`src/rv_pkg.sv`:
```
package rv_pkg;

    typedef logic [31:0] word_t;
    typedef logic [4:0]  reg_addr_t;
    typedef logic [3:0]  alu_op_t;
    typedef logic [1:0]  wb_sel_t;

    ////////////////////////////////////////
    // Major opcodes
    ////////////////////////////////////////
    localparam logic [6:0] OPC_LUI    = 7'b0110111;
    localparam logic [6:0] OPC_AUIPC  = 7'b0010111;
    localparam logic [6:0] OPC_JAL    = 7'b1101111;
    localparam logic [6:0] OPC_BRANCH = 7'b1100011;
    localparam logic [6:0] OPC_LOAD   = 7'b0000011;
    localparam logic [6:0] OPC_STORE  = 7'b0100011;
    localparam logic [6:0] OPC_ARI_I  = 7'b0010011;
    localparam logic [6:0] OPC_ARI_R  = 7'b0110011;
    localparam logic [6:0] OPC_CSR    = 7'b1110011;

    ////////////////////////////////////////
    // ALU operations
    ////////////////////////////////////////
    localparam alu_op_t ALU_ADD    = 4'd0;
    localparam alu_op_t ALU_SUB    = 4'd1;
    localparam alu_op_t ALU_SLL    = 4'd2;
    localparam alu_op_t ALU_SLT    = 4'd3;
    localparam alu_op_t ALU_SLTU   = 4'd4;
    localparam alu_op_t ALU_XOR    = 4'd5;
    localparam alu_op_t ALU_SRL    = 4'd6;
    localparam alu_op_t ALU_SRA    = 4'd7;
    localparam alu_op_t ALU_OR     = 4'd8;
    localparam alu_op_t ALU_AND    = 4'd9;
    localparam alu_op_t ALU_PASS_B = 4'd10;

    // Writeback sources
    localparam wb_sel_t WB_PC4 = 2'd0;
    localparam wb_sel_t WB_ALU = 2'd1;
    localparam wb_sel_t WB_MEM = 2'd2;

    // Instruction field positions
    localparam int RD_LSB  = 7;
    localparam int F3_LSB  = 12;
    localparam int RS1_LSB = 15;
    localparam int RS2_LSB = 20;
    localparam int CSR_LSB = 20;
    localparam int ALT_BIT = 30;

    // ADDI x0, x0, 0
    localparam word_t INSTR_NOP = 32'h0000_0013;

    localparam logic [11:0] CSR_TOHOST = 12'h51E;

endpackage

```
`src/control_decoder.sv`:
```
`timescale 1ns/1ps

module control_decoder (
    input  rv_pkg::word_t     instr,
    output rv_pkg::word_t     imm,
    output rv_pkg::reg_addr_t rd,
    output rv_pkg::reg_addr_t rs1,
    output rv_pkg::reg_addr_t rs2,
    output rv_pkg::alu_op_t   alu_op,
    output logic              a_sel_pc,
    output logic              b_sel_imm,
    output logic              is_branch,
    output logic [2:0]        funct3,
    output logic              mem_write,
    output logic              reg_write,
    output rv_pkg::wb_sel_t   wb_sel,
    output logic              csr_write,
    output logic              csr_uimm_sel
);

    logic [6:0]      opcode;
    logic            alt;
    rv_pkg::alu_op_t alu_f;

    assign opcode = instr[6:0];
    assign alt    = instr[rv_pkg::ALT_BIT];
    assign rd     = instr[rv_pkg::RD_LSB +: 5];
    assign rs1    = instr[rv_pkg::RS1_LSB +: 5];
    assign rs2    = instr[rv_pkg::RS2_LSB +: 5];
    assign funct3 = instr[rv_pkg::F3_LSB +: 3];

    // Unknown opcodes fall out of every list below, so they act as a NOP
    assign reg_write = opcode inside {rv_pkg::OPC_LUI, rv_pkg::OPC_AUIPC, rv_pkg::OPC_JAL,
                                      rv_pkg::OPC_LOAD, rv_pkg::OPC_ARI_I, rv_pkg::OPC_ARI_R};
    assign b_sel_imm = opcode inside {rv_pkg::OPC_LUI, rv_pkg::OPC_AUIPC, rv_pkg::OPC_BRANCH,
                                      rv_pkg::OPC_LOAD, rv_pkg::OPC_STORE, rv_pkg::OPC_ARI_I};
    assign a_sel_pc  = opcode inside {rv_pkg::OPC_AUIPC, rv_pkg::OPC_BRANCH};
    assign is_branch = (opcode == rv_pkg::OPC_BRANCH);
    assign mem_write = (opcode == rv_pkg::OPC_STORE);
    assign wb_sel    = (opcode == rv_pkg::OPC_JAL)  ? rv_pkg::WB_PC4 :
                       (opcode == rv_pkg::OPC_LOAD) ? rv_pkg::WB_MEM : rv_pkg::WB_ALU;

    // Only CSRRW and CSRRWI to tohost
    assign csr_write    = (opcode == rv_pkg::OPC_CSR) && (funct3[1:0] == 2'b01) &&
                          (instr[rv_pkg::CSR_LSB +: 12] == rv_pkg::CSR_TOHOST);
    assign csr_uimm_sel = funct3[2];

    always_comb begin
        case (funct3)
            3'b000:  alu_f = (alt && opcode == rv_pkg::OPC_ARI_R) ? rv_pkg::ALU_SUB
                                                                 : rv_pkg::ALU_ADD;
            3'b001:  alu_f = rv_pkg::ALU_SLL;
            3'b010:  alu_f = rv_pkg::ALU_SLT;
            3'b011:  alu_f = rv_pkg::ALU_SLTU;
            3'b100:  alu_f = rv_pkg::ALU_XOR;
            3'b101:  alu_f = alt ? rv_pkg::ALU_SRA : rv_pkg::ALU_SRL;
            3'b110:  alu_f = rv_pkg::ALU_OR;
            default: alu_f = rv_pkg::ALU_AND;
        endcase
    end

    assign alu_op = (opcode == rv_pkg::OPC_LUI) ? rv_pkg::ALU_PASS_B :
                    (opcode inside {rv_pkg::OPC_ARI_I, rv_pkg::OPC_ARI_R}) ? alu_f :
                    rv_pkg::ALU_ADD;

    // Immediate formats with the sign taken from bit 31
    always_comb begin
        case (opcode)
            rv_pkg::OPC_LUI, rv_pkg::OPC_AUIPC:
                imm = {instr[31:12], 12'b0};
            rv_pkg::OPC_JAL:
                imm = {{12{instr[31]}}, instr[19:12], instr[20], instr[30:21], 1'b0};
            rv_pkg::OPC_BRANCH:
                imm = {{20{instr[31]}}, instr[7], instr[30:25], instr[11:8], 1'b0};
            rv_pkg::OPC_STORE:
                imm = {{21{instr[31]}}, instr[30:25], instr[11:7]};
            rv_pkg::OPC_LOAD, rv_pkg::OPC_ARI_I:
                imm = {{21{instr[31]}}, instr[30:20]};
            default:
                imm = '0;
        endcase
    end

endmodule

```
`config.mk`:
```
export PLATFORM = sky130hd
export DESIGN_NAME = control_decoder
export DESIGN_NICKNAME = d
export VERILOG_FILES = /design/src/rv_pkg.sv /design/src/control_decoder.sv
export SDC_FILE = /design/constraint.sdc
export NUM_CORES = 1
export LEC_CHECK = 0
export ABC_CLOCK_PERIOD_IN_PS = 1300
export BUFFER_PORTS_ARGS = -buffer_cell sky130_fd_sc_hd__buf_2
export CAP_MARGIN = 15
export CORE_MARGIN = 5
export CORE_UTILIZATION = 30
export DETAILED_ROUTE_END_ITERATION = 6
export PLACE_DENSITY = 0.73
export SETUP_SLACK_MARGIN = 0.1
export SYNTH_ARGS = -nofsm -noshare
export SYNTH_HDL_FRONTEND = slang
export SYNTH_SLANG_ARGS = --single-unit
export TNS_END_PERCENT = 10
```
`constraint.sdc`:
```
create_clock -name vclk -period 1.3
set_input_delay 0.065 -clock vclk [all_inputs]
set_output_delay 0.065 -clock vclk [all_outputs]
set_load 0.05 [all_outputs]
```
# [Word level (Yosys, flattened, before mapping)]
# Cells that the tools add are included.
[totals] register_bits=0 input_bits=32 out_inout_bits=63 wordCells=35
[op_classes] eq_ne=17 mux=8 n_reduce_logical=10
[op_table] op="one-hot mux 32 bit (5 select lines)" count=1
[op_table] op="one-hot mux 4 bit (7 select lines)" count=1
[op_table] op="== test 7 x 6 -> 1 bit, second input constant" count=3
[op_table] op="== test 7 bit, second input constant" count=3
[op_table] op="== test 7 x 5 -> 1 bit, second input constant" count=2
[op_table] op="== test 12 x 11 -> 1 bit, second input constant" count=1
[op_table] op="nonzero test 6 bit" count=2
[op_table] op="== test 3 bit, second input constant" count=3
[op_table] op="2-to-1 mux 4 bit" count=2
[op_table] op="== test 7 x 2 -> 1 bit, second input constant" count=1
[op_table] op="== test 3 x 2 -> 1 bit, second input constant" count=2
[op_table] op="2-to-1 mux 2 bit" count=2
[op_table] op="nonzero test 2 bit" count=2
[op_table] op="OR reduction 2 bit" count=2
[op_table] op="== test 3 x 1 -> 1 bit, second input constant" count=1
[op_table] op="logical AND 1 bit" count=3
[op_table] op="logical NOT 3 bit" count=1
[op_table] op="== test 2 x 1 -> 1 bit, second input constant" count=1
[op_table] op="2-to-1 mux 1 bit" count=2

# [Depth between registers and ports, before layout]
[depth] ltp_word=6 mapped_depth=5 depth_no_buf=3

# [Worst setup path after synthesis]
# No wires, ideal clock.
[synth_timing] path_kind="input to output" startpoint="input instr[3]" endpoint="output wb_sel[0]" arrival_time_ps=2593 slack_ps=-1358 stages=4 n_path_buf=1 cell_sequence="nand4bb_1 -> buf_2 -> nor4_1 -> a21oi_1"
[synth_between] elab_chain_cells=3 word_cells_on_any_way=4 cone_classes="eq/ne (2); mux (2)"
[synth_rtl] item="start: declaration" line="control_decoder.sv:4" text="input rv_pkg::word_t instr,"
[synth_rtl] item="== test 7 x 2 -> 1 bit" line="control_decoder.sv:41" text="(opcode == rv_pkg::OPC_LOAD) ? rv_pkg::WB_MEM : rv_pkg::WB_ALU;"
[synth_rtl] item="2-to-1 mux 2 bit" line="control_decoder.sv:41"
[synth_rtl] item="2-to-1 mux 2 bit (*)" line="control_decoder.sv:40" text="assign wb_sel = (opcode == rv_pkg::OPC_JAL) ? rv_pkg::WB_PC4 :"
[synth_rtl] item="end: declaration" line="control_decoder.sv:16" text="output rv_pkg::wb_sel_t wb_sel,"
# Every way passes the cells marked *; elsewhere a longest branch is shown, timed or not.

# [Worst setup path in the final report]
[layout_timing] startpoint="input instr[3]" endpoint="output imm[25]"
[layout_between] elab_chain_cells=3 word_cells_on_any_way=10 cone_classes="eq/ne (7); mux (1); reduce/logical (2)"
[layout_rtl] item="== test 7 x 2 -> 1 bit (tied with other cells)" line="control_decoder.sv:68" text="case (opcode)"
[layout_rtl] item="OR reduction 2 bit" line="control_decoder.sv:68"
[layout_rtl] item="one-hot mux 32 bit (5 select lines) (*)" line="control_decoder.sv:68"
[layout_rtl] item="end: declaration" line="control_decoder.sv:5" text="output rv_pkg::word_t imm,"
# Marked as above.

==> results.sh <==
export IMPL_status="complete, no violations"
export IMPL_seq_cell_count=0
export IMPL_drive_above_1_share_pct=76.8
export IMPL_die_h_um=63.0
export IMPL_hold_viol_final=0
export IMPL_drt_initial_drc_count=39
export IMPL_syn_inst=116
export IMPL_nFillCells=203
export IMPL_ioPinCount=95
export IMPL_netlist_area_um2=842
export IMPL_holdPathStages=2
export IMPL_synth_cell_types=37
export IMPL_synthesis_nets=148
export IMPL_syn_to_final_growth_pct=123
export IMPL_hpwl_mm=2.81
export IMPL_overflow=0
export IMPL_yosys_warnings=0
export IMPL_grt_pass1_vias=1262
export IMPL_most_common_layout_cells="buf_2 (48), buf_6 (35), buf_4 (20), buf_8 (13), a32o_2 (10)"
export IMPL_post_route_period_util_pct=98.9
export IMPL_post_place_ws_ps=-100
export IMPL_p_per_area_nw_per_um2=300
export IMPL_grt_pass1_wl_mm=5.86
export IMPL_timing_fmax_ghz=0.777
export IMPL_die_area_um2=3970
export IMPL_crit_path_end_kind="primary output"
export IMPL_vias=1248
export IMPL_dr_pass1_iters=4
export IMPL_hold_end="rd[2]"
export IMPL_antenna_found_initial=0
export IMPL_setup_viol_count_final=0
export IMPL_path_max_fanout=17
export IMPL_cp_arrival_ps=1220
export IMPL_track_usage_pct=17.1
export IMPL_regArea_um2=0
export IMPL_diodes=0
export IMPL_drt_total_wl_mm=3.78
export IMPL_cp_required_ps=1240
export IMPL_drtAntennaViolNets=0
export IMPL_maxCapViolCount=0
export IMPL_period_needed_ps=1290
export IMPL_start_util_pct=30.8
export IMPL_row_count=19
export IMPL_drc=0
export IMPL_core_um2=2730
export IMPL_tightest_slew_ps=372
export IMPL_numPortBuffers=95
export IMPL_routed_via_density=5.33
export IMPL_grt_max_degree=18
export IMPL_seq_area_frac_synth_pct=0
export IMPL_relSlewSlack_pct=75.0
export IMPL_startpoint_type="primary input"
export IMPL_final_util_pct=68.6
export IMPL_finalNetCount=237
export IMPL_die_x_um=63.0
export IMPL_worstHoldStart="instr[9]"
export IMPL_layout_commonest_cell="buf_2"
export IMPL_setup_slack_ps=13.7
export IMPL_slew_viol_final=0
export IMPL_peakVddDrop_v=0.000263
export IMPL_synth_area_per_cell_um2=7.26
export IMPL_n_clock_buffer=0
export IMPL_gp_congestion=0.919
export IMPL_worstSetupPathType="in2out"
export IMPL_min_delay_path_class="in2out"
export IMPL_p_leak_nw=1.01
export IMPL_wl_per_cell_um=16.2
export IMPL_rsz0062_at_grt="yes"
[where the power goes]
part           switching (W)  internal, W
clock network              0            0
logic               0.000359     0.000203
registers                  0            0
[cells in the mapped netlist (3+ instances only)]
cell,instances,area [um2]
buf_4,19,143
a32o_1,11,110
a21o_1,9,67.6
and2_1,7,43.8
buf_2,6,30.0
a21oi_1,4,20.0
a22o_1,4,35.0
nand3_1,4,20.0
nor2b_1,4,25.0
o21ai_0,4,20.0
and3_1,3,18.8
clkbuf_1,3,11.3
inv_1,3,11.3
nand2_1,3,11.3
[kinds of logic (layout without fill, tap and decap cells)]
logic type	count (synthesis)	count (layout)	synth area share [%]
compound gates	40	40	39.4
buf+inv	33	120	25.9
mux	1	1	1.34
simple gates	42	42	33.4
[critical path, stage by stage]
cell and delay (ps):
buf_8 100, nand4bb_1 210, buf_6 180, o22ai_4 190, buf_12 170, a32o_1 150, buf_6 160
[area by class of cell]
type | instances | area (um2) | share of cell area (%)
repair buffers | 117 | 1000 | 53.3
multi-input cells | 83 | 826 | 44.0
well taps | 31 | 38.8 | 2.07
inverters | 3 | 11.3 | 0.600
[stage by stage]
| step | cell area (um2) | hold slack, ps | setup TNS (ps) | power, W | cells |
|---|---|---|---|---|---|
| 5_1_grt | 1880 | 440 | -231 | 0.000591 | 234 |
| 3_5_place_dp | 1380 | 433 | -2000 | 0.000474 | 232 |
| 6_report | 1880 | 432 | 0 | 0.000562 | 234 |
| 2_1_floorplan | 912 | 297 | -1100 | 0.000348 | 116 |
| 3_3_place_gp | 1380 | 434 | -1580 | 0.000471 | 232 |
| 4_1_cts | 1730 | 433 | 0 | 0.000528 | 234 |
[what timing repair did]
action                     in CTS  in global routing
resized for setup             104                 39
pin swaps                      19                 17
hold buffers                    0                  0
buffers inserted                2                  0
setup endpoints to repair      43                 40
[how the worst max path moves through the flow]
stage | from | end
global route | instr[3] | imm[17]
global placement | instr[3] | imm[16]
CTS | instr[3] | imm[4]
floorplan | instr[6] | alu_op[1]
finish | instr[3] | imm[25]
detailed placement | instr[3] | imm[4]
[routing by layer]
| layer | global-route usage [%] | vias up | part of all wire (%) |
|---|---|---|---|
| li1 | - | 602 | - |
| met1 | 19.0 | 579 | 37 |
| met2 | 33.8 | 63 | 52 |
| met3 | 3.24 | 4 | 9.8 |
| met4 | 1.59 | 0 | 0.85 |
| met5 | 0 | - | 0 |
No activity file was read; power rests on OpenSTA's default activity.
