### src/rv_pkg.sv
package rv_pkg;

    typedef logic [31:0] word_t;
    typedef logic [4:0]  reg_addr_t;
    typedef logic [3:0]  alu_op_t;
    typedef logic [1:0]  wb_sel_t;

    ////////////////////////////////////////
    // Major opcodes
    ////////////////////////////////////////
    localparam logic [6:0] OPC_LUI    = 7'b0110111;
    localparam logic [6:0] OPC_AUIPC  = 7'b0010111;
    localparam logic [6:0] OPC_JAL    = 7'b1101111;
    localparam logic [6:0] OPC_BRANCH = 7'b1100011;
    localparam logic [6:0] OPC_LOAD   = 7'b0000011;
    localparam logic [6:0] OPC_STORE  = 7'b0100011;
    localparam logic [6:0] OPC_ARI_I  = 7'b0010011;
    localparam logic [6:0] OPC_ARI_R  = 7'b0110011;
    localparam logic [6:0] OPC_CSR    = 7'b1110011;

    ////////////////////////////////////////
    // ALU operations
    ////////////////////////////////////////
    localparam alu_op_t ALU_ADD    = 4'd0;
    localparam alu_op_t ALU_SUB    = 4'd1;
    localparam alu_op_t ALU_SLL    = 4'd2;
    localparam alu_op_t ALU_SLT    = 4'd3;
    localparam alu_op_t ALU_SLTU   = 4'd4;
    localparam alu_op_t ALU_XOR    = 4'd5;
    localparam alu_op_t ALU_SRL    = 4'd6;
    localparam alu_op_t ALU_SRA    = 4'd7;
    localparam alu_op_t ALU_OR     = 4'd8;
    localparam alu_op_t ALU_AND    = 4'd9;
    localparam alu_op_t ALU_PASS_B = 4'd10;

    // Writeback sources
    localparam wb_sel_t WB_PC4 = 2'd0;
    localparam wb_sel_t WB_ALU = 2'd1;
    localparam wb_sel_t WB_MEM = 2'd2;

    // Instruction field positions
    localparam int RD_LSB  = 7;
    localparam int F3_LSB  = 12;
    localparam int RS1_LSB = 15;
    localparam int RS2_LSB = 20;
    localparam int CSR_LSB = 20;
    localparam int ALT_BIT = 30;

    // ADDI x0, x0, 0
    localparam word_t INSTR_NOP = 32'h0000_0013;

    localparam logic [11:0] CSR_TOHOST = 12'h51E;

endpackage

### src/reg_file.sv
`timescale 1ns/1ps

module reg_file (
    input  logic              clk,
    input  logic              arst_n,
    input  rv_pkg::reg_addr_t ra1,
    input  rv_pkg::reg_addr_t ra2,
    output rv_pkg::word_t     rd1,
    output rv_pkg::word_t     rd2,
    input  rv_pkg::reg_addr_t wa,
    input  logic              we,
    input  rv_pkg::word_t     wd
);

    rv_pkg::word_t regs [32];

    always_ff @(posedge clk or negedge arst_n) begin
        if (!arst_n) begin
            for (int i = 0; i < 32; i++) begin
                regs[i] <= '0;
            end
        end else if (we) begin
            regs[wa] <= wd;
        end
    end

    // x0 pinned to zero, then write-through of the value being written
    assign rd1 = (ra1 == '0) ? '0 : (we && wa == ra1) ? wd : regs[ra1];
    assign rd2 = (ra2 == '0) ? '0 : (we && wa == ra2) ? wd : regs[ra2];

    no_x0_write_a: assert property (@(posedge clk) disable iff (!arst_n) !(we && wa == '0));

endmodule

### config.mk
export PLATFORM = sky130hd
export DESIGN_NAME = reg_file
export DESIGN_NICKNAME = d
export VERILOG_FILES = /design/src/rv_pkg.sv /design/src/reg_file.sv
export SDC_FILE = /design/constraint.sdc
export NUM_CORES = 2
export LEC_CHECK = 0
export BUFFER_PORTS_ARGS = -buffer_cell sky130_fd_sc_hd__buf_2
export CAP_MARGIN = 5
export CORE_MARGIN = 3
export CORE_UTILIZATION = 69
export DETAILED_ROUTE_END_ITERATION = 8
export PLACE_DENSITY = 0.87
export SLEW_MARGIN = 0
export SYNTH_ARGS = -nofsm -noshare
export SYNTH_HDL_FRONTEND = slang
export SYNTH_SLANG_ARGS = --single-unit
### constraint.sdc
create_clock -name clk -period 4.05 [get_ports clk]
set_clock_uncertainty 0.15 [all_clocks]
set_input_delay 0.6075 -clock clk [delete_from_list [all_inputs] [get_ports clk]]
set_output_delay 0.6075 -clock clk [all_outputs]
set_load 0.02 [all_outputs]
# After elaboration in Yosys (flattened, before gate mapping)
# Index checks and enable logic that the tools add are counted.
dict set report classes {
  order_cmp 4
  n_eq_ne 2
  n_mux 13
  n_bitwise 3
  n_reduce_logical 5
}
# op count
set ops {}
lappend ops {{1024-bit bitwise mux} 1}
lappend ops {{32-bit binary-select mux with 5-bit select} 2}
lappend ops {{32-bit two-way mux} 9}
lappend ops {{32-bit demux with 5-bit select} 1}
lappend ops {{6-bit greater-or-equal comparator, second input constant} 3}
lappend ops {{5-bit NOT with 6-bit output} 3}
lappend ops {{5-bit == test} 2}
lappend ops {{5-bit zero test} 2}
lappend ops {{6-bit by 1-bit less-than comparator with 1-bit output, second input constant} 1}
lappend ops {{1-bit logical AND} 3}
dict set report word_totals {
  reg_bits 1024
  inputBits 50
  output_inout_bits 64
  word_cells 59
}

# Logic depth before layout (Yosys ltp)
dict set report logic_depth {
  ltp_word 6
  depth_mapped 9
  ltp_nobuf 5
}

# Worst setup path before layout
# OpenSTA, ideal clock, no wires.
dict set report synth_path {
  kind {input-to-output}
  startpoint {input ra1[2]}
  endpoint {output rd1[17]}
  arrival_time_ns 2.260
  path_slack_ns 1.032
  path_stages 7
  path_cell_list {buf_2 -> buf_2 -> buf_1 -> mux4_2 -> a211oi_1 -> nand2_1 -> a32o_1}
}
dict set report synth_between {
  elab_chain_len 6
  word_cells_on_any_way 9
  cone_classes {1 x eq/ne; 5 x mux; 1 x bitwise; 2 x reduce/logical}
}
# element line_no
set synth_lines {}
lappend synth_lines {{from (decl)} reg_file.sv:6} ;# input rv_pkg::reg_addr_t ra1,
lappend synth_lines {{5-bit NOT with 6-bit output (implied by the code)} reg_file.sv:28} ;# assign rd1 = (ra1 == '0) ? '0 : (we && wa == ra1) ? wd : regs[ra1];
lappend synth_lines {{32-bit binary-select mux with 5-bit select} reg_file.sv:28}
lappend synth_lines {{32-bit two-way mux (implied by the code) (2 in a row)} reg_file.sv:28}
lappend synth_lines {{32-bit two-way mux} reg_file.sv:28}
lappend synth_lines {{32-bit two-way mux (*)} reg_file.sv:28}
lappend synth_lines {{to (decl)} reg_file.sv:8} ;# output rv_pkg::word_t rd1,
# Every way passes the cells marked *; elsewhere a longest branch is shown, timed or not. The select of a mux whose other input is x is not followed.

# Final worst setup path
dict set report layout_path {
  startpoint {input ra2[4]}
  endpoint {output rd2[31]}
}
dict set report layout_between {
  elab_chain_len 6
  word_cells_on_any_way 9
  cone_classes {1 x eq/ne; 5 x mux; 1 x bitwise; 2 x reduce/logical}
}
# element line_no
set layout_lines {}
lappend layout_lines {{from (decl)} reg_file.sv:7} ;# input rv_pkg::reg_addr_t ra2,
lappend layout_lines {{5-bit NOT with 6-bit output (implied by the code)} reg_file.sv:29} ;# assign rd2 = (ra2 == '0) ? '0 : (we && wa == ra2) ? wd : regs[ra2];
lappend layout_lines {{32-bit binary-select mux with 5-bit select} reg_file.sv:29}
lappend layout_lines {{32-bit two-way mux (implied by the code) (2 in a row)} reg_file.sv:29}
lappend layout_lines {{32-bit two-way mux} reg_file.sv:29}
lappend layout_lines {{32-bit two-way mux (*)} reg_file.sv:29}
lappend layout_lines {{to (decl)} reg_file.sv:9} ;# output rv_pkg::word_t rd2,
# Marks and branches as above.

==> metrics list <==
* Slew at the pin closest to its max-slew limit: 1390 ps
- Class of the most critical setup path: primary input to output port
- The clock net in this run drives a total of 1,024 sinks.
* Clock tree from TritonCTS: built
- Final setup vio count: 0
* Last weighted congestion value of the routability-driven placer: 0.917
* Leakage power of the design: 0.0267 uW
* Total global routing track utilization: 0.449
* Post-synthesis average cell area: 14.7 um^2
- Share of flip-flops with an asynchronous set or reset: 1.00
- Total standard cell area after synthesis: 0.0551 mm^2
- Remaining number of nets flagged by the antenna check after routing: 0
* Number of buffers inserted during clock tree synthesis: 106
* Total overflow reported by the global router: 0
- Setup slack of the most critical reg-to-reg path: 3040 ps
- The tightest hold path in the finished design has a slack of 346 ps.
- The number of pins with negative max-slew slack in the final report was 0.
- For this run, the register share of the synthesized area comes to 0.465.
* Combinational cell fraction of total power: 0.211
- STA classifies the critical path startpoint as a primary input.
- Worst path buffer plus inverter count: 3
- For this run, the post-layout net count is 3,828.
- Largest register FFs: 1,024
- Of the total power, the share spent switching nets is 0.283.
- In this design, the largest share of critical-path delay is due to simple AND/OR/NAND/NOR gates.
- Internal power summed over all cells: 22,300 uW
- Of the available clock period, the critical path in the final layout requires 0.975.
* Std-Cell Core Area: 0.0782 mm^2
* Die Footprint: 0.0832 mm^2
- Maximum count of clock buffers along a single path: 3
* Vias in the first global route: 41,615
* Total number of vias: 39,880
- The floorplan step set the die height to 289 um.
- Routed WL per cell: 37.5 um
- For this run, the top clock speed supported by timing is 253 MHz.
- The largest single stage delay on the critical path is 500 ps.
- Detailed-router iteration count before antenna repair: 8
* Fillcell total: 4,073
- Worst EP arrival: 3190 ps
- Multi-input logic area: 0.0276 mm^2
- Compared with the post-synthesis result, the final layout area differs by 11.2%.
- Initial standard-cell utilization of the core: 0.704
* # port buffers: 113
- Sequential share of power: 0.447
* Post-synth EDFFs: 0
- Power spread over the standard cell area amounts to 508 mW/mm^2.
- DRT iter0 DRCs: 5,763
* Pin count of the biggest net entering global routing: 113
* First-pass GRT wire length: 271,000 um
- Yosys synthesis warning count: 0
- The clock tree synthesis step divided the H-tree into 3 levels.
* Number of primary I/O pins: 114
- Across the VDD grid, the largest voltage drop is 431 uV.
- HPWL after detailed placement: 108,000 um
- STA classifies the critical path endpoint as an output port.
- Biggest registers after layout: regs (1024)
- Count of maximum capacitance violations: 0
- Reg2reg path depth: 1
- Critical path required time: 3290 ps
* Area occupied by registers: 0.0256 mm^2
- Primary FF master, synth: sky130_fd_sc_hd__dfrtp_1
- In this run the power spent charging and discharging nets is 8800 uW.
- The critical path runs through a total of 8 cells.
* Latest clock arrival within the worst-skew pair: 670 ps
* Post-detailed-route DRC marker count: 0
* Largest fanout of any net on the critical path: 14
- The min-delay analysis places its worst path in the category primary input to flop.
- Outcome: finished clean
- Syn nets: 3,801
* Number of distinct library cell variants in the gate-level netlist after synthesis: 50
- The worst hold path passes through 2 cells.
- Measured against its own limit, the worst slew margin works out to 0.0728.
- The signal on the critical path passes through buf_2, buf_4, nand2b_1, o22ai_1, nor3_1, nor3_1, nor2_1, buf_2.
- Routed WL: 185,000 um
* Clk root buf: sky130_fd_sc_hd__clkbuf_16
- After detailed placement, the total cell area comes to 0.0574 mm^2.
- Clock share of power: 0.341
* Final Hold Viols: 0
- RSZ-0062 raised after global routing: false
- Per-cell via count in the routed design: 8.10
- Synth Register Bits: 1,024
* Total negative slack for setup checks: 0 ps
- Fraction of final layout cells sized beyond drive strength 1: 0.532
* Post-layout minimum cycle time: 3950 ps
- Number of rows in the core area: 102
* Die width: 289 um
- The number of antenna violations at the first check in global routing is 22.
- The slowest stage of the critical path belongs to the cell sky130_fd_sc_hd__nand2b_1.
- Summing all non-filler instances in the final layout gives an area of 0.0612 mm^2.
- In the synthesized netlist, the number of instances is 3,751.
- More flip-flops sit in one register than any other, and that register is regs.
* Clock-pin slew on the worst setup and hold paths: 60 ps
## cell type report
cell class	count	area share
Multi-Input combinational cell	2321	0.451
Timing Repair Buffer	322	0.0470
Sequential cell	1024	0.418
Antenna cell	13	0.000531
Clock buffer	161	0.0525
Tap cell	1040	0.0213
Clock inverter	38	0.00911
Inverter	3	0.000184
## synth_stat cells (6+ instances only)
master | count | area [um^2]
sky130_fd_sc_hd__mux4_2 | 420 | 9460
sky130_fd_sc_hd__buf_6 | 29 | 327
sky130_fd_sc_hd__nor2b_1 | 7 | 43.8
sky130_fd_sc_hd__o21ai_0 | 32 | 160
sky130_fd_sc_hd__o21ai_1 | 11 | 55.1
sky130_fd_sc_hd__a211oi_1 | 34 | 255
sky130_fd_sc_hd__nor2_1 | 45 | 169
sky130_fd_sc_hd__nand3b_1 | 6 | 45.0
sky130_fd_sc_hd__a32o_1 | 32 | 320
sky130_fd_sc_hd__buf_1 | 63 | 236
sky130_fd_sc_hd__mux2_2 | 1093 | 12300
sky130_fd_sc_hd__nand2_1 | 105 | 394
sky130_fd_sc_hd__a311oi_1 | 6 | 52.6
sky130_fd_sc_hd__clkbuf_1 | 169 | 634
sky130_fd_sc_hd__nor3_1 | 17 | 85.1
sky130_fd_sc_hd__mux2i_1 | 150 | 1500
sky130_fd_sc_hd__dfrtp_1 | 1024 | 25600
sky130_fd_sc_hd__buf_2 | 104 | 521
sky130_fd_sc_hd__nor4_1 | 13 | 81.3
sky130_fd_sc_hd__o221ai_1 | 39 | 342
sky130_fd_sc_hd__nand3_1 | 14 | 70.1
sky130_fd_sc_hd__a22oi_1 | 104 | 781
sky130_fd_sc_hd__a21oi_1 | 42 | 210
sky130_fd_sc_hd__xnor2_1 | 6 | 52.6
sky130_fd_sc_hd__a31oi_1 | 6 | 37.5
sky130_fd_sc_hd__o22ai_1 | 85 | 532
sky130_fd_sc_hd__buf_4 | 33 | 248
sky130_fd_sc_hd__a221oi_1 | 11 | 96.3
## cell families (layout without fill, tap and decap cells)
kind of cell / Yosys count / after routing / share of synthesized area
AO/OA/AOI/OAI: 408 / 408 / 0.0525
XOR/XNOR: 10 / 10 / 0.00159
buffers and inverters: 406 / 524 / 0.0373
flip-flops: 1024 / 1024 / 0.465
multiplexers: 1663 / 1663 / 0.423
other: 0 / 13 / 0
AND/OR/NAND/NOR: 240 / 240 / 0.0208
## stage by stage
stage / utilization / power (uW) / instances / setup slack [ps]
final: 0.783 / 31100 / 4922 / 103
after global routing: 0.783 / 32000 / 4917 / 168
after CTS: 0.782 / 30900 / 4909 / 375
after detailed placement: 0.734 / 20300 / 4709 / 357
after global placement: 0.734 / 19700 / 4709 / 357
after floorplan: - / 18200 / 3751 / 1030
## path summary, 6_finish.rpt
| kind | from | end |
|---|---|---|
| max | ra2[4] | rd2[31] |
| min | wd[2] | regs[578] |
| max reg2reg | regs[617] | regs[617] |
| min reg2reg | regs[108] | regs[108] |
| max in group asynchronous | arst_n | regs[166] |
| min in group asynchronous | arst_n | regs[247] |
## power by group through the flow
stage	Clock, uW	Sequential, uW	Combinational, uW
4_1_cts	10600	13800	6480
2_1_floorplan	0	13300	4840
3_5_place_dp	0	13900	6380
3_3_place_gp	0	13600	6080
6_report	10600	13900	6580
5_1_grt	11000	14100	6910
## cell usage in the layout, fill, tap and decap left out, types with 11 or more instances in the layout
cell                        Yosys  final
sky130_fd_sc_hd__o22ai_1       85     85
sky130_fd_sc_hd__mux2_2      1093   1093
sky130_fd_sc_hd__mux2i_1      150    150
sky130_fd_sc_hd__buf_4         33    155
sky130_fd_sc_hd__nor2_1        45     27
sky130_fd_sc_hd__clkbuf_1     169     25
sky130_fd_sc_hd__bufinv_16      0     14
sky130_fd_sc_hd__nor3_1        17     16
sky130_fd_sc_hd__a32o_1        32     32
sky130_fd_sc_hd__a211oi_1      34     34
sky130_fd_sc_hd__a221oi_1      11     11
sky130_fd_sc_hd__clkinv_2       0     19
sky130_fd_sc_hd__a21oi_1       42     42
sky130_fd_sc_hd__buf_12         0     55
sky130_fd_sc_hd__nand2_1      105     89
sky130_fd_sc_hd__o21ai_1       11     11
sky130_fd_sc_hd__nor2_4         0     18
sky130_fd_sc_hd__nor4_1        13     13
sky130_fd_sc_hd__clkbuf_8       0     25
sky130_fd_sc_hd__o221ai_1      39     39
sky130_fd_sc_hd__a22oi_1      104    104
sky130_fd_sc_hd__clkbuf_16      0    111
sky130_fd_sc_hd__o21ai_0       32     32
sky130_fd_sc_hd__buf_2        104    105
sky130_fd_sc_hd__dfrtp_1     1024   1024
sky130_fd_sc_hd__nand3_1       14     13
sky130_fd_sc_hd__diode_2        0     13
sky130_fd_sc_hd__mux4_2       420    420
sky130_fd_sc_hd__nand2_2        0     16
## repair_timing
action | in CTS | in global routing
endpoints found under the hold margin | 68 | 0
resized for setup | 0 | 0
buffers inserted | 0 | 0
hold buffers | 1 | 0
## per-layer routing
metal	part of all wire	global-route usage	vias to the layer above
met5	0.0011	0.00349	-
met4	0.083	0.317	24
met3	0.15	0.172	1179
met2	0.44	0.642	3680
met1	0.33	0.566	20345
li1	-	-	14652
(Power assumes the default switching activity.)
