`src/rv_pkg.sv`:
```
package rv_pkg;

    typedef logic [31:0] word_t;
    typedef logic [4:0]  reg_addr_t;
    typedef logic [3:0]  alu_op_t;
    typedef logic [1:0]  wb_sel_t;

    ////////////////////////////////////////
    // Major opcodes
    ////////////////////////////////////////
    localparam logic [6:0] OPC_LUI    = 7'b0110111;
    localparam logic [6:0] OPC_AUIPC  = 7'b0010111;
    localparam logic [6:0] OPC_JAL    = 7'b1101111;
    localparam logic [6:0] OPC_BRANCH = 7'b1100011;
    localparam logic [6:0] OPC_LOAD   = 7'b0000011;
    localparam logic [6:0] OPC_STORE  = 7'b0100011;
    localparam logic [6:0] OPC_ARI_I  = 7'b0010011;
    localparam logic [6:0] OPC_ARI_R  = 7'b0110011;
    localparam logic [6:0] OPC_CSR    = 7'b1110011;

    ////////////////////////////////////////
    // ALU operations
    ////////////////////////////////////////
    localparam alu_op_t ALU_ADD    = 4'd0;
    localparam alu_op_t ALU_SUB    = 4'd1;
    localparam alu_op_t ALU_SLL    = 4'd2;
    localparam alu_op_t ALU_SLT    = 4'd3;
    localparam alu_op_t ALU_SLTU   = 4'd4;
    localparam alu_op_t ALU_XOR    = 4'd5;
    localparam alu_op_t ALU_SRL    = 4'd6;
    localparam alu_op_t ALU_SRA    = 4'd7;
    localparam alu_op_t ALU_OR     = 4'd8;
    localparam alu_op_t ALU_AND    = 4'd9;
    localparam alu_op_t ALU_PASS_B = 4'd10;

    // Writeback sources
    localparam wb_sel_t WB_PC4 = 2'd0;
    localparam wb_sel_t WB_ALU = 2'd1;
    localparam wb_sel_t WB_MEM = 2'd2;

    // Instruction field positions
    localparam int RD_LSB  = 7;
    localparam int F3_LSB  = 12;
    localparam int RS1_LSB = 15;
    localparam int RS2_LSB = 20;
    localparam int CSR_LSB = 20;
    localparam int ALT_BIT = 30;

    // ADDI x0, x0, 0
    localparam word_t INSTR_NOP = 32'h0000_0013;

    localparam logic [11:0] CSR_TOHOST = 12'h51E;

endpackage

```
`src/writeback_stage.sv`:
```
`timescale 1ns/1ps

module writeback_stage (
    input  logic              clk,
    input  logic              arst_n,
    input  logic              wb_valid,
    input  rv_pkg::word_t     wb_pc,
    input  rv_pkg::word_t     wb_alu,
    input  rv_pkg::reg_addr_t wb_rd,
    input  logic              wb_reg_write,
    input  rv_pkg::wb_sel_t   wb_sel,
    input  logic              wb_csr_write,
    input  rv_pkg::word_t     wb_csr_data,
    input  rv_pkg::word_t     mem_rdata,
    output logic              rf_we,
    output rv_pkg::reg_addr_t rf_wa,
    output rv_pkg::word_t     fwd_data,
    output rv_pkg::word_t     tohost,
    output logic              tohost_valid
);

    always_comb begin
        case (wb_sel)
            rv_pkg::WB_PC4: fwd_data = wb_pc + 32'd4;
            rv_pkg::WB_MEM: fwd_data = mem_rdata;
            default:        fwd_data = wb_alu;
        endcase
    end

    // Writes to x0 dropped here
    assign rf_we = wb_valid && wb_reg_write && (wb_rd != '0);
    assign rf_wa = wb_rd;

    always_ff @(posedge clk or negedge arst_n) begin
        if (!arst_n) begin
            tohost       <= '0;
            tohost_valid <= 1'b0;
        end else begin
            tohost_valid <= wb_valid && wb_csr_write;
            if (wb_valid && wb_csr_write) begin
                tohost <= wb_csr_data;
            end
        end
    end

endmodule

```
`config.mk`:
```
export PLATFORM = sky130hd
export DESIGN_NAME = writeback_stage
export DESIGN_NICKNAME = d
export VERILOG_FILES = /design/src/rv_pkg.sv /design/src/writeback_stage.sv
export SDC_FILE = /design/constraint.sdc
export NUM_CORES = 1
export LEC_CHECK = 0
export ABC_CLOCK_PERIOD_IN_PS = 3800
export BUFFER_PORTS_ARGS = -buffer_cell sky130_fd_sc_hd__buf_4
export CAP_MARGIN = 30
export CORE_ASPECT_RATIO = 0.9
export CORE_MARGIN = 2
export CORE_UTILIZATION = 41
export CTS_CLUSTER_DIAMETER = 40
export CTS_CLUSTER_SIZE = 14
export DETAILED_ROUTE_END_ITERATION = 12
export PLACE_DENSITY = 0.86
export SLEW_MARGIN = 10
export SYNTH_ARGS = -nofsm -noshare
export SYNTH_HDL_FRONTEND = slang
export SYNTH_SLANG_ARGS = --single-unit
```
`constraint.sdc`:
```
create_clock -name clk -period 3.8 [get_ports clk]
set_clock_uncertainty 0.15 [all_clocks]
set_input_delay 0.19 -clock clk [delete_from_list [all_inputs] [get_ports clk]]
set_output_delay 0.19 -clock clk [all_outputs]
set_load 0.02 [all_outputs]
```
Yosys cells after proc, flatten, opt, wreduce, memory -nomap -nowiden
Cells that the tools add are included.
{ "totals": {"reg_bits": 33, "latchBits": 0, "ramBits": 0, "mem_bits_ro": 0, "in_bits": 140, "out_inout_bits": 71, "n_memories": 0} }
{ "op_classes": {"add_sub_neg": 1, "mul": 0, "div": 0, "order_cmp": 0, "eq_ne": 1, "n_shift": 0, "mux": 1, "bitwise": 0, "reduce_logical": 5} }
{ "ops": {"columns": ["op", "count"], "rows": [
  ["32-bit case mux with 2 select lines", 1],
  ["32-bit by 3-bit adder with 32-bit output, second input constant", 1],
  ["5-bit nonzero test", 1],
  ["1-bit logical AND", 3],
  ["2-bit == test, second input constant", 1],
  ["2-bit zero test", 1]
]} }

Depth between registers and ports, before layout
Gate-level depths: netlist of run 1.
{ "logic_depth": {"word_depth": 2, "ltp_mapped": 6, "mapped_depth_nobuf": 6} }

Worst setup path before layout of run 1
Ideal clock, no wire load.
{ "synth_timing": {"path_type": "input to output", "startpoint": "input wb_pc[13]", "endpoint": "output fwd_data[19]", "t_arrival_ns": 1.579, "setup_slack_ns": 1.881, "stages": 5, "cell_sequence": "and4_4 > nand2_2 > or4_4 > and3_1 > or3_1"} }
{ "synth_via": {"elab_chain_cells": 2} }
{ "synth_lines": {"columns": ["item", "line", "rtl"], "rows": [
  ["start, declared", "writeback_stage.sv:7", "input rv_pkg::word_t wb_pc,"],
  ["32-bit by 3-bit adder with 32-bit output", "writeback_stage.sv:24", "rv_pkg::WB_PC4: fwd_data = wb_pc + 32'd4;"],
  ["32-bit case mux with 2 select lines", "writeback_stage.sv:23", "case (wb_sel)"],
  ["end, declared", "writeback_stage.sv:17", "output rv_pkg::word_t fwd_data,"]
]} }
Every way passes these cells.

Worst setup path after layout of run 1
{ "layout_timing": {"startpoint": "input wb_pc[12]", "endpoint": "output fwd_data[19]"} }
Same word-level chain as after synthesis.

==> metrics.md, run 1 <==
| Metric | Value |
|---|---|
| Worst hold slack | 0.234 ns |
| CTS H-tree lvls | 2 |
| DRC viols | 0 |
| Detail Route Antenna Nets | 0 |
| Setup TNS Final | 0 ns |
| Die Wd | 84.4 microns |
| Crit path DAT | 1.88 ns |
| Highest routing layer actually used | met4 |
| DR iter-0 viols | 169 |
| Layout cells sized above 1 | 0.526 |
| Diode count | 0 |
| CTS clk-pin slew, worst paths | 0.08 ns |
| Mean Syn Cell Area | 9.20 sq um |
| Reg-to-reg setup timing slack | 2.83 ns |
| Mapped Cells | 259 |
| Unique cell type count in the Yosys netlist | 38 |
| Port Buf Inserts | 210 |
| GRT Residual Overflow | 0 |
| Vias per inst | 5.53 |
| RSZ-0062 raised after global routing | no |
| Core area | 5660 sq um |
| Largest net degree at the start of global routing | 40 |
| WL final | 10700 microns |
| Fmax | 450 MHz |
| Synth Register Bits | 33 |
| CP endpoint kind | output port |
| Routed metal-1 wire length | 3840 microns |
| CTS tree | yes |
| Count of clock tree sinks | 33 |
| Max cap viols | 0 |
| Max-slew violations | 0 |
| Synth cell count leaders | 33 x dfrtp_1, 33 x mux2_2, 20 x o21ai_0 |
| Post-synth EDFFs | 0 |
| Vias | 3107 |
| CTS Buffer Depth | 2 |
| Met2 WL post-DR | 5480 microns |
| GRT Total Usage | 0.318 |
| Postcts setup bufs | 0 |
| Post-cts resize count | 0 |
| Worst-Margin Slew | 0.828 ns |
| Ys flop type | dfrtp_1 |
| Period Utilization, post-route | 0.585 |
| Die area | 6440 sq um |
| Nets | 632 |
| Min Tclk post-route | 2.22 ns |
| I/O Pins | 211 |
| Vias in the first global route | 3201 |
| FP Rows | 26 |
| TritonRoute pass-1 iters | 5 |
| CP Class | input port to output port |
| Routability Congestion | 1.01 |
| Slew headroom | 0.446 |
| Synthesis-to-finish area growth | 84.0% |
| Num CTS Buffers | 5 |
| Fill cell count | 409 |
| WP data required | 3.46 ns |
| Initial Utilization | 0.421 |
| Cell Area, Synth | 2380 sq um |
| Share of the synthesized area in the top cell type | 0.347 |
| First-pass GRT wire length | 16200 microns |
| Pwr per Cell Area | 292 nW/um^2 |
| Top post-synthesis cells by area | dfrtp_1 35%, mux2_2 16%, a22oi_1 4.7%, xnor2_1 4.4%, o21ai_0 4.2% |
| Initial antenna violation count | 0 |
| Worst skew pair latency | 0.30 ns |
| Fraction of registers with async set/reset | 1.00 |
| Die H | 76.3 microns |
| Worst VDD drop | 0.210 mV |
| Status | completed |
| Cell taking the most area after synthesis | dfrtp_1 |
| Met3 WL | 911 microns |
| Post-synthesis sequential area ratio | 0.347 |
| Min-delay worst type | input port to async pin |
| Post-Syn Nets | 400 |
| Per-cell routed wire length | 19.0 microns |
| Root Buffer | clkbuf_8 |
| Setup violations, final | 0 |
| Leakage | 2.07 nW |
| Startpoint Class | input port |
| Worst-path maximum fanout | 5 |
| Synth warn | 0 |
| Final Hold Fails | 0 |
| Hpwl dp | 7630 microns |
## power breakdown
part / internal, mW / total [mW] / switching (mW)
Combinational: 0.295 / 0.571 / 0.276
Clock: 0.127 / 0.274 / 0.147
Sequential: 0.402 / 0.434 / 0.0320
Total: 0.824 / 1.28 / 0.455
## worst max-delay path, cell delays in order
cell     delay (ns)
buf_4          0.11
and4_4         0.25
nand2_2        0.08
or4_4          0.48
and3_1         0.19
or3_1          0.40
buf_4          0.17
## cell usage in the layout, fill, tap and decap left out, types with 2 or more instances in the layout
cell type	n
o22ai_1	6
nand2_1	18
buf_4	212
nor3_1	6
and3_1	5
clkbuf_8	5
dlygate4sd3_1	33
clkinv_2	2
mux2_2	33
or4_1	2
or3_1	3
nor4_1	2
mux2i_1	6
a22oi_1	15
inv_1	2
a21oi_1	9
xnor2_1	12
o21ai_0	20
o211ai_1	3
nor2_1	8
and4_1	4
dfrtp_1	33
nand3_1	15
xor2_1	11
nand4_1	12
## per-layer routing
| metal | GRT usage | up-vias |
|---|---|---|
| li1 | - | 1427 |
| met1 | 0.355 | 1467 |
| met2 | 0.568 | 178 |
| met3 | 0.0845 | 35 |
| met4 | 0.132 | 0 |
| met5 | 0 | - |
## path summary, 6_finish.rpt
kind	startpoint	end	cells after the start
min in group clk	wb_csr_write	tohost_valid$_DFF_PN0_	4
setup / recovery	wb_pc[12]	fwd_data[19]	7
setup reg to reg	tohost[15]$_DFFE_PN0P_	tohost[15]$_DFFE_PN0P_	1
hold / removal	arst_n	tohost[12]$_DFFE_PN0P_	2
max in group asynchronous	arst_n	tohost[26]$_DFFE_PN0P_	2
hold reg to reg	tohost[21]$_DFFE_PN0P_	tohost[21]$_DFFE_PN0P_	1
## stage by stage
step / worst slack (ns) / power (mW) / instances / area, sq um / util
global route: 1.52 / 1.33 / 562 / 4380 / 0.775
global placement: 1.64 / 0.956 / 520 / 3960 / 0.700
detailed placement: 1.58 / 0.971 / 521 / 3970 / 0.701
finish: 1.58 / 1.28 / 562 / 4380 / 0.775
CTS: 1.58 / 1.26 / 560 / 4360 / 0.771
floorplan: 1.88 / 0.673 / 259 / 2380 / -
## logic make-up after synthesis
kind of cell	synth area share
xor+xnor	0.0846
buf+inv	0.0441
flops	0.347
mux	0.181
simple gates	0.195
fa+ha+maj	0.00525
compound gates	0.143
## registers in the layout, summed over array words and instances, names as in the netlist
signal,count
tohost_valid,1
tohost,32
## area by class of cell
cell class,count,area (sq um),share of cell area
Inverter,3,11.3,0.00257
Clock inverter,3,17.5,0.00400
Timing Repair Buffer,245,1920,0.438
Clock buffer,5,68.8,0.0157
Multi-Input combinational cell,203,1450,0.331
Sequential cell,33,826,0.188
Tap cell,70,87.6,0.0200
## repair_timing
action	CTS	global route
endpoints found under the setup margin	0	0
hold buffers	31	2
endpoints found under the hold margin	63	2
No activity file was read; power rests on OpenSTA's default activity.
==> run 2: changes to the inputs <==
--- a/config.mk
+++ b/config.mk
@@ -5,16 +5,17 @@
 export SDC_FILE = /design/constraint.sdc
 export NUM_CORES = 1
 export LEC_CHECK = 0
-export ABC_CLOCK_PERIOD_IN_PS = 3800
+export ABC_AREA = 1
+export ABC_CLOCK_PERIOD_IN_PS = 1980
 export BUFFER_PORTS_ARGS = -buffer_cell sky130_fd_sc_hd__buf_4
 export CAP_MARGIN = 30
 export CORE_ASPECT_RATIO = 0.9
 export CORE_MARGIN = 2
-export CORE_UTILIZATION = 41
+export CORE_UTILIZATION = 37
 export CTS_CLUSTER_DIAMETER = 40
 export CTS_CLUSTER_SIZE = 14
 export DETAILED_ROUTE_END_ITERATION = 12
-export PLACE_DENSITY = 0.86
+export PLACE_DENSITY = 0.77
 export SLEW_MARGIN = 10
 export SYNTH_ARGS = -nofsm -noshare
 export SYNTH_HDL_FRONTEND = slang
==> constraint.sdc (replaced) <==
create_clock -name clk -period 1.98 [get_ports clk]
set_clock_uncertainty 0.15 [all_clocks]
set_input_delay 0.099 -clock clk [delete_from_list [all_inputs] [get_ports clk]]
set_output_delay 0.099 -clock clk [all_outputs]
set_load 0.02 [all_outputs]
==> run 2 against run 1 <==
  * Core utilization shrank 12 points
  * Via count grew 28%
  * Hold slack lost 0.15 ns
  * Wire length grew 13%
  * Critical path depth is the same
  * Synthesized cell count grew 86%
  * Non-clock buffer count grew 2
  * Die area grew 31%
  * Total power grew 97%
  * Design area grew 12%
  * Area after synthesis grew 20%
==> metrics.md, run 2 <==
| Metric | Value |
|---|---|
| Status | completed |
| Crit path DAT | 1.39 ns |
| Worst Setup SP | wb_sel[0] |
| Hpwl dp | 9100 microns |
| Largest net degree at the start of global routing | 34 |
| Port Buf Inserts | 210 |
| Worst VDD drop | 0.595 mV |
| Detail Route Antenna Nets | 0 |
| Final Hold Fails | 0 |
| Synth warn | 0 |
| Ys flop type | dfrtp_1 |
| Worst-path maximum fanout | 33 |
| CTS H-tree lvls | 2 |
| Cell Area, Synth | 2850 sq um |
| Initial antenna violation count | 0 |
| Crit path max-delay cell type | inv_2 |
| Min-delay worst type | input port to flop |
| Per-cell routed wire length | 14.8 microns |
| Post-synth EDFFs | 0 |
| Vias | 3974 |
| Vias in the first global route | 3857 |
| P_int | 1.65 mW |
| Pwr per Cell Area | 511 nW/um^2 |
| Routability Congestion | 0.962 |
| Final worst-path setup slack | 0.340 ns |
| Fmax | 610 MHz |
| Die Wd | 96.5 microns |
| Max cap viols | 0 |
| Worst skew pair latency | 0.28 ns |
| Die H | 87.2 microns |
| Most numerous cell in the Yosys netlist | nand2_1 |
| Biggest regs | tohost x32, tohost_valid x1 |
| Pre-CTS setup slack | 0.325 ns |
| Min Tclk post-route | 1.64 ns |
| DRC viols | 0 |
| Top post-synthesis cells by area | nand2_1 30%, dfrtp_1 29%, nand3_1 8.4%, inv_1 6.1%, nor2_1 4.7% |
| Post-synthesis sequential area ratio | 0.290 |
| Setup violations, final | 0 |
| Diode count | 0 |
| Worst-Margin Slew | 0.524 ns |
| Switching Share | 0.344 |
| CP Class | input port to output port |
| Cell taking the most area after synthesis | nand2_1 |
| Hold buffers post-CTS | 33 |
| Die area | 8420 sq um |
| Root Buffer | clkbuf_8 |
| Setup TNS Final | 0 ns |
| Num CTS Buffers | 5 |
| Initial Utilization | 0.379 |
| Worst R2R Start | tohost[21]$_DFFE_PN0P_ |
| Mean Syn Cell Area | 5.91 sq um |
| Fill cell count | 676 |
| Synthesis-to-finish area growth | 72.8% |
| CP endpoint kind | output port |
| RSZ-0062 raised after global routing | no |
| WP data required | 1.73 ns |
| DR iter-0 viols | 164 |
| Flop pwr share | 0.322 |
| Clock Power Share | 0.242 |
| Slew headroom | 0.650 |
| Mapped Cells | 482 |
| Layout cells sized above 1 | 0.348 |
| TritonRoute pass-1 iters | 6 |
| Count of clock tree sinks | 33 |
| CTS Buffer Depth | 2 |
| Share of the synthesized area in the top cell type | 0.303 |
| Leakage | 2.71 nW |
| Synth cell count leaders | 230 x nand2_1, 48 x nand3_1, 46 x inv_1 |
| Top reg by flops | tohost |
| Comb pwr share | 0.435 |
| GRT Residual Overflow | 0 |
| Postcts setup bufs | 0 |
| WL final | 12000 microns |
| Critical Path Max Stage Delay | 0.39 ns |
| I/O Pins | 211 |
| Synth Register Bits | 33 |
| Cells along the critical path | buf_4, inv_2, nand2_1, inv_2, nand2_1, o211ai_1, buf_4 |
| Unique cell type count in the Yosys netlist | 25 |
| First-pass GRT wire length | 18000 microns |
| Largest delay share family, worst path | buffers and inverters |
| Max-slew violations | 0 |
| Hold wc startpoint | wb_csr_write |
| Core area | 7510 sq um |
| Nets | 857 |
| CTS clk-pin slew, worst paths | 0.07 ns |
| Worst path bufs/invs | 4 |
| Post-cts resize count | 0 |
| Vias per inst | 4.89 |
| Startpoint Class | input port |
| GRT Total Usage | 0.276 |
| Post-Syn Nets | 623 |
| Most frequent cells in the layout | 230 x nand2_1, 213 x buf_4, 48 x nand3_1, 46 x inv_1, 36 x nor2_1 |
| P_sw | 0.865 mW |
| Max FFs per register | 32 |
| Commonest non-fill, non-tap cell in the layout | nand2_1 |
| Period Utilization, post-route | 0.828 |
| Fraction of registers with async set/reset | 1.00 |
| CTS tree | yes |
| FP Rows | 30 |
run 2: cell types whose count changed after synthesis, sizes merged, moves of 11 or more:
cell | before | now
a22oi | 15 | 2
nor2 | 8 | 50
a22o | 1 | 15
nand2 | 19 | 237
xnor2 | 12 | 0
o21ai | 21 | 9
xor2 | 11 | 0
mux2 | 33 | 0
nand3 | 15 | 48
inv | 3 | 51
nand4 | 12 | 1
run 2: layout make-up:
cell class / count / area (sq um) / area share
clock inverter: 2 / 35.0 / 0.00712
multi-input combinational: 378 / 1720 / 0.350
sequential: 33 / 826 / 0.168
inverter: 51 / 191 / 0.0389
tap: 96 / 120 / 0.0244
timing repair buffer: 247 / 1960 / 0.398
clock buffer: 5 / 68.8 / 0.0140
run 2: kinds of logic (layout without fill, tap and decap cells):
family                   count (synthesis)  count (layout)  share of synthesized area
flip-flops                              33              33                      0.290
adder cells (fa/ha/maj)                  1               1                    0.00439
AO/OA/AOI/OAI                           37              37                     0.0940
AND/OR/NAND/NOR                        340             340                      0.507
buffers and inverters                   71             305                      0.105
run 2: metrics by stage:
| stage | utilization | cell area (sq um) | hold WS [ns] | std cells | total power [mW] |
|---|---|---|---|---|---|
| finish | 0.656 | 4920 | 0.0824 | 812 | 2.51 |
| global route | 0.656 | 4920 | 0.116 | 812 | 2.65 |
| global placement | 0.594 | 4460 | -0.0882 | 771 | 1.82 |
| CTS | 0.652 | 4890 | 0.143 | 811 | 2.50 |
| floorplan | - | 2850 | -0.347 | 482 | 1.28 |
| detailed placement | 0.594 | 4460 | -0.0843 | 771 | 1.84 |
run 2: path summary, 6_finish.rpt:
path,cells past startpoint,endpoint,slack [ns]
setup reg to reg,2,tohost[21]$_DFFE_PN0P_,1.14
setup / recovery,7,fwd_data[2],0.34
max in group asynchronous,2,tohost[2]$_DFFE_PN0P_,1.23
hold reg to reg,2,tohost[30]$_DFFE_PN0P_,0.33
hold / removal,5,tohost[6]$_DFFE_PN0P_,0.08
min in group asynchronous,2,tohost[23]$_DFFE_PN0P_,0.14
run 2: worst reg2reg max path, stage by stage, from the launching register on:
cell and delay (ns):
dfrtp_1 0.40, nand2_1 0.09, nand2_1 0.08
run 2: power groups by stage:
| stage | clock network [mW] | logic [mW] | registers (mW) |
|---|---|---|---|
| floorplan | 0 | 0.368 | 0.916 |
| global placement | 0 | 1.01 | 0.813 |
| detailed placement | 0 | 1.03 | 0.814 |
| CTS | 0.618 | 1.08 | 0.806 |
| global route | 0.654 | 1.18 | 0.818 |
| finish | 0.609 | 1.09 | 0.810 |
run 2: routing by layer:
metal,GRT usage,vias up,wire (microns),share of wire
met3,0.0667,21,1120,0.093
li1,-,1969,-,-
met2,0.517,187,6160,0.51
met4,0.0858,0,266,0.022
met1,0.302,1797,4470,0.37
met5,0,-,0,0
==> run 3: changes to the inputs <==
--- a/config.mk
+++ b/config.mk
@@ -6,7 +6,7 @@
 export NUM_CORES = 1
 export LEC_CHECK = 0
 export ABC_AREA = 1
-export ABC_CLOCK_PERIOD_IN_PS = 1980
+export ABC_CLOCK_PERIOD_IN_PS = 1500
 export BUFFER_PORTS_ARGS = -buffer_cell sky130_fd_sc_hd__buf_4
 export CAP_MARGIN = 30
 export CORE_ASPECT_RATIO = 0.9
==> constraint.sdc (replaced) <==
create_clock -name clk -period 1.5 [get_ports clk]
set_clock_uncertainty 0.15 [all_clocks]
set_input_delay 0.075 -clock clk [delete_from_list [all_inputs] [get_ports clk]]
set_output_delay 0.075 -clock clk [all_outputs]
set_load 0.02 [all_outputs]
==> run 3 against run 2 <==
  * Flip-flop and latch count did not move
  * Critical path type unchanged
  * Largest cell class unchanged
  * Wire length fell by 2.0%
  * Sequential power up 32%
==> metrics.md, run 3 (synthesis gave the netlist of run 2 again) <==
| Metric | Value |
|---|---|
| First-pass GRT wire length | 17800 microns |
| P_int | 2.26 mW |
| Die Wd | 96.5 microns |
| Largest net degree at the start of global routing | 34 |
| Vias per inst | 4.91 |
| Per-cell routed wire length | 14.3 microns |
| CTS Buffer Depth | 2 |
| CP endpoint kind | output port |
| Clock Power Share | 0.255 |
| CTS H-tree lvls | 2 |
| Final worst-path setup slack | 0.0490 ns |
| Root Buffer | clkbuf_8 |
| Die H | 87.2 microns |
| Pwr per Cell Area | 667 nW/um^2 |
| Num CTS Buffers | 5 |
| Max FFs per register | 32 |
| Layout cells sized above 1 | 0.387 |
| Initial Utilization | 0.379 |
| Port Buf Inserts | 210 |
| Leakage | 2.78 nW |
| Worst skew pair latency | 0.28 ns |
| Worst-path maximum fanout | 6 |
| Most frequent cells in the layout | 226 x nand2_1, 223 x buf_4, 45 x inv_1, 45 x nand3_1 |
| Flop pwr share | 0.312 |
| CP Class | input port to output port |
| Count of clock tree sinks | 33 |
| Hold wc startpoint | wb_csr_write |
| I/O Pins | 211 |
| Nets | 869 |
| DR iter-0 viols | 146 |
| Core area | 7510 sq um |
| Status | completed |
| Slew headroom | 0.725 |
| Top reg by flops | tohost |
| Pre-CTS setup slack | -0.0577 ns |
| R2r worst-path depth | 2 |
| R2R Path End | tohost[7]$_DFFE_PN0P_ |
| Period Utilization, post-route | 0.967 |
| Max-slew violations | 0 |
| Detail Route Antenna Nets | 0 |
| Startpoint Class | input port |
| Min-delay worst type | input port to flop |
| GRT Residual Overflow | 0 |
| Fmax | 689 MHz |
| Synthesis-to-finish area growth | 79.8% |
| Commonest non-fill, non-tap cell in the layout | nand2_1 |
| Setup TNS Final | 0 ns |
| Setup violations, final | 0 |
| Die area | 8420 sq um |
| FP Rows | 30 |
| Reg-to-reg setup timing slack | 0.70 ns |
| Hpwl dp | 8980 microns |
| Worst R2R Start | tohost[7]$_DFFE_PN0P_ |
| Routability Congestion | 1.03 |
| GRT Total Usage | 0.270 |
| P_sw | 1.15 mW |
| Hold path depth | 5 |
| DRC viols | 0 |
| WP data required | 1.27 ns |
| WL final | 11800 microns |
| TritonRoute pass-1 iters | 4 |
| Biggest regs | tohost x32, tohost_valid x1 |
| RSZ-0062 raised after global routing | yes |
| Initial antenna violation count | 0 |
| Worst VDD drop | 0.692 mV |
| Fin cells | 825 |
| Vias | 4047 |
| Crit path DAT | 1.23 ns |
| Placed cell count | 782 |
| Hold Path Sink | tohost[0]$_DFFE_PN0P_ |
| Switching Share | 0.338 |
| Vias in the first global route | 3874 |
| Diode count | 0 |
| Final Hold Fails | 0 |
| Min Tclk post-route | 1.45 ns |
| CTS tree | yes |
| Max cap viols | 0 |
| Comb pwr share | 0.433 |
| Worst hold slack | 0.0612 ns |
| CTS clk-pin slew, worst paths | 0.07 ns |
| Worst-Margin Slew | 0.413 ns |
run 3: repair_timing:
action                                 in CTS  in global routing
pin swaps                                   0                  8
setup buffers                               0                  1
setup endpoints to repair                   3                 15
resized for setup                           2                 24
hold buffers                               33                  0
endpoints found under the hold margin      65                  0
run 3: power groups by stage:
stage	Sequential, mW	Clock (mW)	Combinational (mW)
6_report	1.07	0.871	1.48
5_1_grt	1.08	0.925	1.59
4_1_cts	1.06	0.882	1.44
3_5_place_dp	1.07	0	1.37
3_3_place_gp	1.07	0	1.35
2_1_floorplan	1.21	0	0.486
run 3: final cells by class:
cell class | count | area (sq um)
multi-input combinational | 378 | 1800
sequential | 33 | 826
inverter | 51 | 191
clock inverter | 2 | 37.5
fill | 641 | 2380
clock buffer | 6 | 82.6
timing repair buffer | 259 | 2060
tap | 96 | 120
run 3: how the worst max path moves through the flow:
stage              from            to  slack [ns]  cells past startpoint
2_1_floorplan  wb_pc[2]  fwd_data[22]        0.29                      9
3_3_place_gp   wb_pc[2]  fwd_data[24]       -0.04                     10
3_5_place_dp   wb_pc[2]  fwd_data[24]       -0.06                     10
4_1_cts        wb_pc[2]  fwd_data[10]       0.004                     10
5_1_grt        wb_pc[2]  fwd_data[18]       -0.03                     11
6_report       wb_pc[2]  fwd_data[10]        0.05                     10
run 3: routing by layer:
layer  share of wire  track usage  up-vias
met5               0            0        -
met2            0.49        0.475      196
li1                -            -     1994
met3            0.10       0.0753       32
met4           0.030        0.118        0
met1            0.37        0.303     1825
run 3: through the flow:
| stage | instance area [sq um] | util | power (mW) |
|---|---|---|---|
| after floorplan | 2850 | - | 1.69 |
| after global placement | 4560 | 0.607 | 2.43 |
| after detailed placement | 4560 | 0.607 | 2.45 |
| after CTS | 5010 | 0.668 | 3.39 |
| after global routing | 5120 | 0.683 | 3.60 |
| final | 5120 | 0.683 | 3.42 |
run 3: worst max-delay path: stages:
cell     delay (ns)
buf_4          0.10
ha_4           0.14
nand2_2        0.08
nor2_4         0.16
nand2_4        0.12
a21oi_2        0.16
o21ai_1        0.08
buf_4          0.13
nand3_2        0.06
buf_6          0.11
